File: src/common/bus_pkg.sv
package bus_pkg;

    // register bus widths.
    localparam int ADDR_WIDTH = 4;
    localparam int DATA_WIDTH = 16;

    // global register numbers, used when the address top bit is set.
    localparam logic [ADDR_WIDTH-2:0] REG_CONTROL = 3'd0;
    localparam logic [ADDR_WIDTH-2:0] REG_DIVISOR = 3'd1;

    // bit positions inside the control register.
    // the tick source bit picks the prescaler when 0 and the event pin when 1.
    localparam int CTRL_ENABLE   = 0;
    localparam int CTRL_TICK_SRC = 1;

    // per-channel register selectors, used when the address top bit is clear.
    localparam logic SEL_DUTY  = 1'b0;
    localparam logic SEL_COUNT = 1'b1;

    // channel view of the address.
    // the top bit is 0, then the channel index, then the register selector.
    typedef struct packed {
        logic       global_sel;
        logic [1:0] channel;
        logic       reg_sel;
    } chan_view_t;

    // global view of the address, with the top bit set to 1.
    typedef struct packed {
        logic                  global_sel;
        logic [ADDR_WIDTH-2:0] reg_num;
    } glob_view_t;

    // one bus address word, decoded either way depending on its top bit.
    typedef union packed {
        chan_view_t chan;
        glob_view_t glob;
    } addr_word_t;

endpackage

File: src/common/pwm_pkg.sv
package pwm_pkg;

    // every channel counter and duty register shares this width.
    localparam int COUNT_WIDTH = 16;

    // the countdown reload value is fixed when the design is built.
    // a reload of 99 gives a period of 100 ticks.
    localparam int COUNT_START = 99;

    // number of independent PWM outputs.
    localparam int NUM_CHANNELS = 4;

    // the prescaler divides the clock by divisor+1, so an 8-bit divisor
    // spans a division of 1 up to 256.
    localparam int DIV_WIDTH = 8;

    // flops used to bring the asynchronous event pin into the clock domain.
    localparam int SYNC_STAGES = 2;

endpackage
File: src/verilog/pwm_timer_top.sv
module pwm_timer_top (
    input  logic                               sysclk,
    input  logic                               sysreset,
    input  logic                               wr_strobe,
    input  logic                               rd_strobe,
    input  logic [bus_pkg::ADDR_WIDTH-1:0]     addr,
    input  logic [bus_pkg::DATA_WIDTH-1:0]     wdata,
    input  logic                               ext_event,
    output logic [bus_pkg::DATA_WIDTH-1:0]     rdata,
    output logic                               rd_valid,
    output logic [pwm_pkg::NUM_CHANNELS-1:0]   pwm_out
);
    import pwm_pkg::*;

    // decode to channel and tick generator.
    logic [NUM_CHANNELS-1:0] duty_load;
    logic [COUNT_WIDTH-1:0]  load_data;
    logic                    enable;
    logic                    tick_src;
    logic [DIV_WIDTH-1:0]    divisor;
    logic                    tick;

    // channel state gathered for the read path.
    logic [NUM_CHANNELS-1:0][COUNT_WIDTH-1:0] counter_values;
    logic [NUM_CHANNELS-1:0][COUNT_WIDTH-1:0] duties;

    reg_decode decode0 (
        .sysclk    (sysclk),
        .sysreset  (sysreset),
        .wr_strobe (wr_strobe),
        .addr      (addr),
        .wdata     (wdata),
        .duty_load (duty_load),
        .load_data (load_data),
        .enable    (enable),
        .tick_src  (tick_src),
        .divisor   (divisor)
    );

    tick_generator tickgen0 (
        .sysclk    (sysclk),
        .sysreset  (sysreset),
        .enable    (enable),
        .tick_src  (tick_src),
        .divisor   (divisor),
        .ext_event (ext_event),
        .tick      (tick)
    );

    // all channels share the tick and the load data bus.
    for (genvar i = 0; i < NUM_CHANNELS; i++) begin : g_chan
        pwm_channel chan (
            .sysclk        (sysclk),
            .sysreset      (sysreset),
            .tick          (tick),
            .duty_load     (duty_load[i]),
            .load_data     (load_data),
            .counter_value (counter_values[i]),
            .duty          (duties[i]),
            .pwm_out       (pwm_out[i])
        );
    end

    readback_mux readback0 (
        .sysclk         (sysclk),
        .sysreset       (sysreset),
        .rd_strobe      (rd_strobe),
        .addr           (addr),
        .enable         (enable),
        .tick_src       (tick_src),
        .divisor        (divisor),
        .counter_values (counter_values),
        .duties         (duties),
        .rdata          (rdata),
        .rd_valid       (rd_valid)
    );

endmodule

File: src/verilog/readback_mux.sv
module readback_mux (
    input  logic                                                     sysclk,
    input  logic                                                     sysreset,
    input  logic                                                     rd_strobe,
    input  bus_pkg::addr_word_t                                      addr,
    input  logic                                                     enable,
    input  logic                                                     tick_src,
    input  logic [pwm_pkg::DIV_WIDTH-1:0]                            divisor,
    input  logic [pwm_pkg::NUM_CHANNELS-1:0][pwm_pkg::COUNT_WIDTH-1:0] counter_values,
    input  logic [pwm_pkg::NUM_CHANNELS-1:0][pwm_pkg::COUNT_WIDTH-1:0] duties,
    output logic [bus_pkg::DATA_WIDTH-1:0]                           rdata,
    output logic                                                     rd_valid
);
    import bus_pkg::*;

    logic [DATA_WIDTH-1:0] sel_data;

    // pick the addressed register in the strobe cycle.
    // anything that is not mapped reads as zero.
    always_comb begin
        sel_data = '0;
        if (addr.glob.global_sel) begin
            if (addr.glob.reg_num == REG_CONTROL) begin
                sel_data[CTRL_ENABLE]   = enable;
                sel_data[CTRL_TICK_SRC] = tick_src;
            end else if (addr.glob.reg_num == REG_DIVISOR) begin
                sel_data = DATA_WIDTH'(divisor);
            end
        end else begin
            if (addr.chan.reg_sel == SEL_DUTY) begin
                sel_data = DATA_WIDTH'(duties[addr.chan.channel]);
            end else if (addr.chan.reg_sel == SEL_COUNT) begin
                sel_data = DATA_WIDTH'(counter_values[addr.chan.channel]);
            end
        end
    end

    // read data is only meaningful while rd_valid is high.
    always_ff @(posedge sysclk) begin
        if (rd_strobe) begin
            rdata <= sel_data;
        end
    end

    // the valid strobe follows the read strobe by exactly one cycle.
    always_ff @(posedge sysclk or posedge sysreset) begin
        if (sysreset) begin
            rd_valid <= 1'b0;
        end else begin
            rd_valid <= rd_strobe;
        end
    end

endmodule

File: src/pwm_channel/tick_generator.sv
module tick_generator (
    input  logic                          sysclk,
    input  logic                          sysreset,
    input  logic                          enable,
    input  logic                          tick_src,
    input  logic [pwm_pkg::DIV_WIDTH-1:0] divisor,
    input  logic                          ext_event,
    output logic                          tick
);
    import pwm_pkg::*;

    logic [DIV_WIDTH-1:0]   pre_cnt;
    logic                   pre_done;
    logic [SYNC_STAGES-1:0] sync_q;
    logic                   event_last;
    logic                   ext_tick;

    // prescaler.
    // the count runs from 0 up to the divisor, giving one tick every
    // divisor+1 cycles.
    // the compare is >= so a divisor lowered below the running count
    // wraps at once instead of running through the whole count range.
    assign pre_done = (pre_cnt >= divisor);

    always_ff @(posedge sysclk or posedge sysreset) begin
        if (sysreset) begin
            pre_cnt <= '0;
        end else if (!enable || tick_src) begin
            // parked at zero whenever the prescaler is not the active source.
            pre_cnt <= '0;
        end else if (pre_done) begin
            pre_cnt <= '0;
        end else begin
            pre_cnt <= pre_cnt + 1'b1;
        end
    end

    // the event pin is asynchronous, so it passes through a short
    // synchronizer before the edge detector looks at it.
    always_ff @(posedge sysclk or posedge sysreset) begin
        if (sysreset) begin
            sync_q     <= '0;
            event_last <= 1'b0;
        end else begin
            sync_q     <= {sync_q[SYNC_STAGES-2:0], ext_event};
            event_last <= sync_q[SYNC_STAGES-1];
        end
    end

    // rising edge of the synchronized pin, registered once more.
    // an edge on the pin becomes a tick SYNC_STAGES+1 cycles later.
    always_ff @(posedge sysclk or posedge sysreset) begin
        if (sysreset) begin
            ext_tick <= 1'b0;
        end else begin
            ext_tick <= sync_q[SYNC_STAGES-1] && !event_last;
        end
    end

    // one shared tick for all channels, suppressed while disabled.
    assign tick = enable && (tick_src ? ext_tick : pre_done);

endmodule

File: src/pwm_channel/pwm_channel.sv
module pwm_channel (
    input  logic                            sysclk,
    input  logic                            sysreset,
    input  logic                            tick,
    input  logic                            duty_load,
    input  logic [pwm_pkg::COUNT_WIDTH-1:0] load_data,
    output logic [pwm_pkg::COUNT_WIDTH-1:0] counter_value,
    output logic [pwm_pkg::COUNT_WIDTH-1:0] duty,
    output logic                            pwm_out
);
    import pwm_pkg::*;

    // one countdown PWM channel.
    // the period is fixed at build time by COUNT_START, while the duty value
    // is written by software.
    // the counter is visible on the bus so software can line up with it,
    // which also makes the channel usable as a plain periodic timer.
    // a duty of 0 keeps the output low and COUNT_START+1 keeps it high.
    // duty is not double buffered, so a change mid-period can produce one
    // short or long pulse.
    // the safest moment to change it is just after the counter reloads.

    localparam logic [COUNT_WIDTH-1:0] RELOAD = COUNT_WIDTH'(COUNT_START);

    logic [COUNT_WIDTH-1:0] cnt;
    logic                   expired;
    logic                   pwm_comb;

    assign expired       = (cnt == '0);
    assign counter_value = cnt;

    // the counter only moves on the shared tick.
    // it reloads on the tick that finds it at zero, so each value is held
    // for one full tick interval.
    always_ff @(posedge sysclk or posedge sysreset) begin
        if (sysreset) begin
            cnt <= '0;
        end else if (tick) begin
            if (expired) begin
                cnt <= RELOAD;
            end else begin
                cnt <= cnt - 1'b1;
            end
        end
    end

    // duty register, written from the bus decode.
    always_ff @(posedge sysclk or posedge sysreset) begin
        if (sysreset) begin
            duty <= '0;
        end else if (duty_load) begin
            duty <= load_data;
        end
    end

    // the compare result is registered before it leaves the chip.
    // this keeps decode glitches off the pin at the cost of one cycle of lag.
    assign pwm_comb = (cnt < duty);

    always_ff @(posedge sysclk or posedge sysreset) begin
        if (sysreset) begin
            pwm_out <= 1'b0;
        end else begin
            pwm_out <= pwm_comb;
        end
    end

endmodule

File: src/verilog/reg_decode.sv
module reg_decode (
    input  logic                                sysclk,
    input  logic                                sysreset,
    input  logic                                wr_strobe,
    input  bus_pkg::addr_word_t                 addr,
    input  logic [bus_pkg::DATA_WIDTH-1:0]      wdata,
    output logic [pwm_pkg::NUM_CHANNELS-1:0]    duty_load,
    output logic [pwm_pkg::COUNT_WIDTH-1:0]     load_data,
    output logic                                enable,
    output logic                                tick_src,
    output logic [pwm_pkg::DIV_WIDTH-1:0]       divisor
);
    import bus_pkg::*;
    import pwm_pkg::*;

    // the top address bit tells the two views apart.
    logic is_global;
    logic ctrl_write;
    logic div_write;

    assign is_global  = addr.glob.global_sel;
    assign ctrl_write = wr_strobe && is_global && (addr.glob.reg_num == REG_CONTROL);
    assign div_write  = wr_strobe && is_global && (addr.glob.reg_num == REG_DIVISOR);

    // duty writes go straight to the channel, which registers them itself.
    // this way a duty write lands in the channel on the same edge as the strobe.
    // writes to a counter selector fall through and are dropped.
    always_comb begin
        duty_load = '0;
        if (wr_strobe && !addr.chan.global_sel && (addr.chan.reg_sel == SEL_DUTY)) begin
            duty_load[addr.chan.channel] = 1'b1;
        end
    end

    // the duty registers are as wide as the data bus.
    assign load_data = COUNT_WIDTH'(wdata);

    // control register.
    // only the enable and tick source bits are stored; the rest read back as 0.
    always_ff @(posedge sysclk or posedge sysreset) begin
        if (sysreset) begin
            enable   <= 1'b0;
            tick_src <= 1'b0;
        end else if (ctrl_write) begin
            enable   <= wdata[CTRL_ENABLE];
            tick_src <= wdata[CTRL_TICK_SRC];
        end
    end

    // prescaler divisor register.
    // the upper data bits are ignored on a write.
    always_ff @(posedge sysclk or posedge sysreset) begin
        if (sysreset) begin
            divisor <= '0;
        end else if (div_write) begin
            divisor <= wdata[DIV_WIDTH-1:0];
        end
    end

endmodule

File: config.mk
export PLATFORM = sky130hd
export DESIGN_NAME = pwm_timer_top
export DESIGN_NICKNAME = d
export VERILOG_FILES = /design/src/common/bus_pkg.sv /design/src/common/pwm_pkg.sv /design/src/verilog/pwm_timer_top.sv /design/src/verilog/readback_mux.sv /design/src/pwm_channel/tick_generator.sv /design/src/pwm_channel/pwm_channel.sv /design/src/verilog/reg_decode.sv
export SDC_FILE = /design/constraint.sdc
export NUM_CORES = 1
export LEC_CHECK = 0
export BUFFER_PORTS_ARGS = -buffer_cell sky130_fd_sc_hd__buf_2
export CAP_MARGIN = 20
export CORE_MARGIN = 2
export CORE_UTILIZATION = 24
export DETAILED_ROUTE_END_ITERATION = 12
export GPL_TIMING_DRIVEN = 0
export PLACE_DENSITY = 0.39
export SYNTH_ARGS = -nofsm -noshare
export SYNTH_HDL_FRONTEND = slang
export SYNTH_SLANG_ARGS = --single-unit
File: constraint.sdc
create_clock -name sysclk -period 5.5 [get_ports sysclk]
set_input_delay 1.1 -clock sysclk [delete_from_list [all_inputs] [get_ports sysclk]]
set_output_delay 1.1 -clock sysclk [all_outputs]
set_load 0.02 [all_outputs]
# Word-level counts from Yosys, hierarchy flattened
# Index checks and enable logic that the tools add are counted.
[word_totals]
reg_bits = 171
inputBits = 25
out_inout_bits = 21
elab_cells = 71
[op_classes]
addsub = 5
order_cmp = 7
eq_ne = 1
muxes = 19
n_bitwise = 1
n_reduce_logical = 17
[ops]
columns = ["operator", "count"]
rows = [
  ["two-way mux 16 bit", 8],
  ["binary-select mux 16 bit (select 2 bit)", 2],
  ["zero test 16 bit", 4],
  ["less-than comparator 16 bit", 4],
  ["subtractor 16 x 1 -> 16 bit (second input constant)", 4],
  ["two-way mux 8 bit", 3],
  ["adder 8 x 1 -> 8 bit (second input constant)", 1],
  [">= comparator 8 bit", 1],
  ["logical AND 1 bit", 8],
  ["two-way mux 6 bit", 1],
  ["two-way mux 4 bit", 1],
  ["equality test 3 x 1 -> 1 bit (second input constant)", 1],
  ["zero test 1 bit", 3],
  ["zero test 3 bit", 1],
  ["less-than comparator 2 x 3 -> 1 bit (second input constant)", 1],
  ["demux 1 bit (select 2 bit)", 1],
  [">= comparator 2 x 1 -> 1 bit (second input constant)", 1],
  ["two-way mux 1 bit", 2],
  ["two-way mux 2 bit", 1],
  ["logical OR 1 bit", 1],
  ["NOT 1 bit", 1],
]

# Depth between registers and ports, before layout
[depth]
word_depth = 5
mapped_depth = 10
depth_no_buf = 7

# By module
# Synthesis repeated with hierarchy kept, for this count alone.
[unflattened]
cells_unflattened = 1005
area_unflattened_um2 = 10322.4
[modules_own_cells]
columns = ["module", "n_inst", "cells_per_inst", "area_each_um2", "seq_area_each_um2"]
rows = [
  ["pwm_channel", 4, 192, 1839.3, 825.8],
  ["readback_mux", 1, 124, 1705.4, 505.5],
  ["tick_generator", 1, 67, 695.7, 300.3],
  ["reg_decode", 1, 46, 564.3, 250.2],
]

# Worst setup path after synthesis
# No wires, ideal clock.
[synth_timing]
path_kind = "input-to-reg"
from = "input port addr[1] (netlist bit)"
to = "register readback0.rdata[13] (netlist bit), data pin"
setup_ns = 0.266
arrival_ns = 2.401
required_ns = 5.234
setup_slack_ns = 2.833
path_stages = 6
path_buffers = 3
path_cell_list = "buf_2 > buf_2 > buf_1 > mux4_2 > mux2i_1 > nor2_1"
[synth_between]
elab_chain_len = 4
elab_cells_between_ends = 6
cone_classes = "6 x mux"
[synth_rtl]
columns = ["element", "line_no", "source"]
rows = [
  ["from (decl)", "pwm_timer_top.sv:6", "input logic [bus_pkg::ADDR_WIDTH-1:0] addr,"],
  ["binary-select mux 16 bit (select 2 bit), on equally long branches", "readback_mux.sv:31, readback_mux.sv:33", ""],
  ["two-way mux 16 bit, on equally long branches", "readback_mux.sv:31, readback_mux.sv:33", ""],
  ["two-way mux 16 bit (*)", "readback_mux.sv:30", "if (addr.chan.reg_sel == SEL_DUTY) begin"],
  ["two-way mux 16 bit (*)", "readback_mux.sv:22", "if (addr.glob.global_sel) begin"],
  ["to (signal assigned)", "readback_mux.sv:41", "rdata <= sel_data;"],
  ["to (decl)", "readback_mux.sv:11", "output logic [bus_pkg::DATA_WIDTH-1:0] rdata,"],
]
# Mark *: on every way between the ends. The rest lies on a longest branch, timed or not. The select of a mux whose other input is x is not followed.
# A chain may end at the register's enable or synchronous reset.

# Worst setup path in the final report
[layout_timing]
from = "input port addr[0] (netlist bit)"
to = "register g_chan[2].chan.duty[3] (netlist bit)"
[layout_between]
elab_chain_len = 3
[layout_rtl]
columns = ["element", "line_no", "source"]
rows = [
  ["NOT 1 bit", "n/a", ""],
  ["logical AND 1 bit", "reg_decode.sv:30", "if (wr_strobe && !addr.chan.global_sel && (addr.chan.reg_sel == SEL_DUTY)) begin"],
  ["two-way mux 4 bit", "reg_decode.sv:30", ""],
  ["to (signal assigned)", "pwm_channel.sv:52", "duty <= load_data;"],
  ["to (decl)", "pwm_channel.sv:8", "output logic [pwm_pkg::COUNT_WIDTH-1:0] duty,"],
]
# Every way passes these cells.

==> metrics.txt <==
CTS Buffer Depth 2; Vias about 8.0k; sequential cell area fraction in the yosys report 0.421; IO Pins 46; global route total overflow 0; max-cap violation count 0; DRC violations left 0; fin cells 1,588; CTS H-tree depth 4; most instantiated cells after synthesis dfrtp_1 (155), inv_1 (83), ha_1 (77), mux2_2 (77), nor2_1 (72); met2 usage in global routing 0.262; Seq cells post-synth ~170; Syn Area/Cell approximately 11 um2; syn_nets 1,066; Clk pin slew, worst setup/hold paths roughly 70 ps; design area 11,900 um2; grt peak-use layer met2; top-area cell type share of the netlist area 0.375; hold buffer count at CTS 0; power density cells about 480 nW/um2; actual slew at the worst max-slew pin 1170 ps; die area roughly 45,000 um2; post-synthesis mux area share 0.171; Final Hold Vio Count 0; placed cell count approximately 1.6k; Die W 212 um; drt first pass iters 5; Final setup viols 0; initial core utilization 0.242; Antenna Nets Post-Route 0; final worst-path cycle share 0.632; library cells used by synthesis 65; maximum clock rate 288 MHz; Setup Fix Bufs, Post-CTS 0; FFs w/ async S/R, synth 0.906; Worst Hold Class flip-flop to flip-flop; Placement Setup Slack 1520 ps; Rel. slew slack 0.211; CTS tree yes; first-pass GRT wire length approximately 54 mm; worst-path cell chain buf_2 -> nor3b_1 -> nand3b_1 -> clkbuf_1 -> mux2_2; Worst EP required 5840 ps; row count 76; Post-CTS Resized 0; final WL approximately 36 mm; Synth Area in Adders 0.0931; post-place instance area approximately 11,000 um2; critical path startpoint category input pin; Worst EP arrival between 3000 and 4000 ps; Synth Area in Compound Gates 0.122; Lkg Pwr approximately 5 nW; crit-path max FO 10; die height ~210 um; post-DP HPWL approximately 27 mm; Post-Synth XOR/XNOR Area 0.00508; Critical Path Max Stage Delay ~900 ps; DRT iter0 DRCs slightly below 600; Cells after Synth about 960; Clock Sinks about 170; number of flops mapped to enable cells by yosys 16; GRT Total Usage 0.166; slowest CP cell nor3b_1; outcome completed; via/cell ratio approximately 5; Core Util, Final 0.278; RSZ-0062 raised after global routing no; synthesized area around 10,000 um2; core area ~43,000 um2; port buffer count between 40 and 50; Max IR drop VDD 0.202 mV; latest clock arrival within the worst-skew pair 470 ps; TritonCTS Buffers 17; Final nets about 1.1k; Setup WS post-layout roughly 2000 ps; Final min period about 3500 ps; met1 Usage GRT 0.230; grt met3 use 0.0326; initial antenna violation count 2; Worst setup EP type flip-flop; Most used DFF post-synth dfrtp_1; proportion of layout cells with a drive suffix above 1 0.211; number of synthesis warnings 0; clock skew about 18 ps; ranking of synthesized cells by area dfrtp_1 (37%), ha_1 (9.3%), mux2_2 (8.4%); Pins Over Slew Limit 0; WL/cell around 22 um; Fillers roughly 4.5k; Layout area overhead 15.0%; vias in the first global route roughly 8.1k; largest family of logic cells by synthesized area multiplexers; simple-gate share of the synthesized area 0.134; Final Wtd Congestion 0.831; most frequent cell after synthesis dfrtp_1; largest net degree at the start of global routing about 100; kind of critical path input pin to flip-flop; Yosys top cell by area dfrtp_1; Clock Tree Root clkbuf_16
[power breakdown]
part	internal, W	leakage [nW]	switching, W
sequential	0.00163	2.09	0.000595
combinational	0.000967	2.76	0.00120
clock	0.000724	0.296	0.000588
[cells by family after synthesis]
family / after synthesis
flops: 171
mux: 127
fa+ha+maj: 77
buf+inv: 131
compound gates: 182
simple gates: 270
xor+xnor: 6
[area by class of cell]
type	instances	area (um2)	share of cell area
Sequential cell	171	4360	0.366
Buffer	48	245	0.0206
Antenna cell	1	2.50	0.000210
Tap cell	546	683	0.0574
Clock inverter	15	189	0.0159
Clock buffer	17	425	0.0357
Inverter	83	319	0.0268
Timing Repair Buffer	45	250	0.0210
Multi-Input combinational cell	662	5440	0.456
[metal layers]
layer | up-vias | routed length, um
met1 | 4081 | 17300
met4 | 0 | 537
li1 | 3695 | -
met3 | 26 | 1280
met2 | 158 | 16600
met5 | - | 0
[through the flow]
step | power, W | TNS [ps] | hold slack, ps
after floorplan | 0.00355 | 0 | 331
after global placement | 0.00439 | -372300 | 341
after detailed placement | 0.00441 | 0 | 345
after CTS | 0.00575 | 0 | 353
after global routing | 0.00611 | 0 | 372
final | 0.00571 | 0 | 351
[sequential cells by signal (all words and copies together), names as in the netlist, 2 cells and up]
signal and flops:
g_chan.chan.counter_value 64, g_chan.chan.duty 64, readback0.rdata 16, decode0.divisor 8
tickgen0.pre_cnt 8, g_chan.chan.pwm_out 4, tickgen0.sync_q 2
[worst paths after layout]
kind,to,from,slack (ps),cells after the start
worst max-delay path,g_chan[2].chan.duty[3]$_DFFE_PP0P_,addr[0],2020,5
worst min-delay path,tickgen0.sync_q[1]$_DFF_PP0_,tickgen0.sync_q[0]$_DFF_PP0_,350,0
worst max register to register,g_chan[1].chan.counter_value[9]$_DFFE_PP0P_,tickgen0.pre_cnt[0]$_DFF_PP0_,2270,8
worst min register to register,tickgen0.sync_q[1]$_DFF_PP0_,tickgen0.sync_q[0]$_DFF_PP0_,350,0
max in group asynchronous,g_chan[0].chan.duty[13]$_DFFE_PP0P_,sysreset,3920,3
min in group asynchronous,g_chan[0].chan.pwm_out$_DFF_PP0_,sysreset,630,2
[placed cells by master (no fill, tap or decap), drive strengths merged, types with 24 or more instances in the layout]
cell,instances
dfrtp,155
buf,71
nor2,73
nand2,61
mux2,77
mux4,32
inv,89
o21ai,41
o31ai,24
ha,77
clkbuf,39
nor3,25
[worst max-delay path: cells and delay by family]
family / cells / cell delay (ps)
and+or+nand+nor: 2 / 1570
buffers and inverters: 2 / 690
muxes: 1 / 420
No activity file was read; power rests on OpenSTA's default activity.
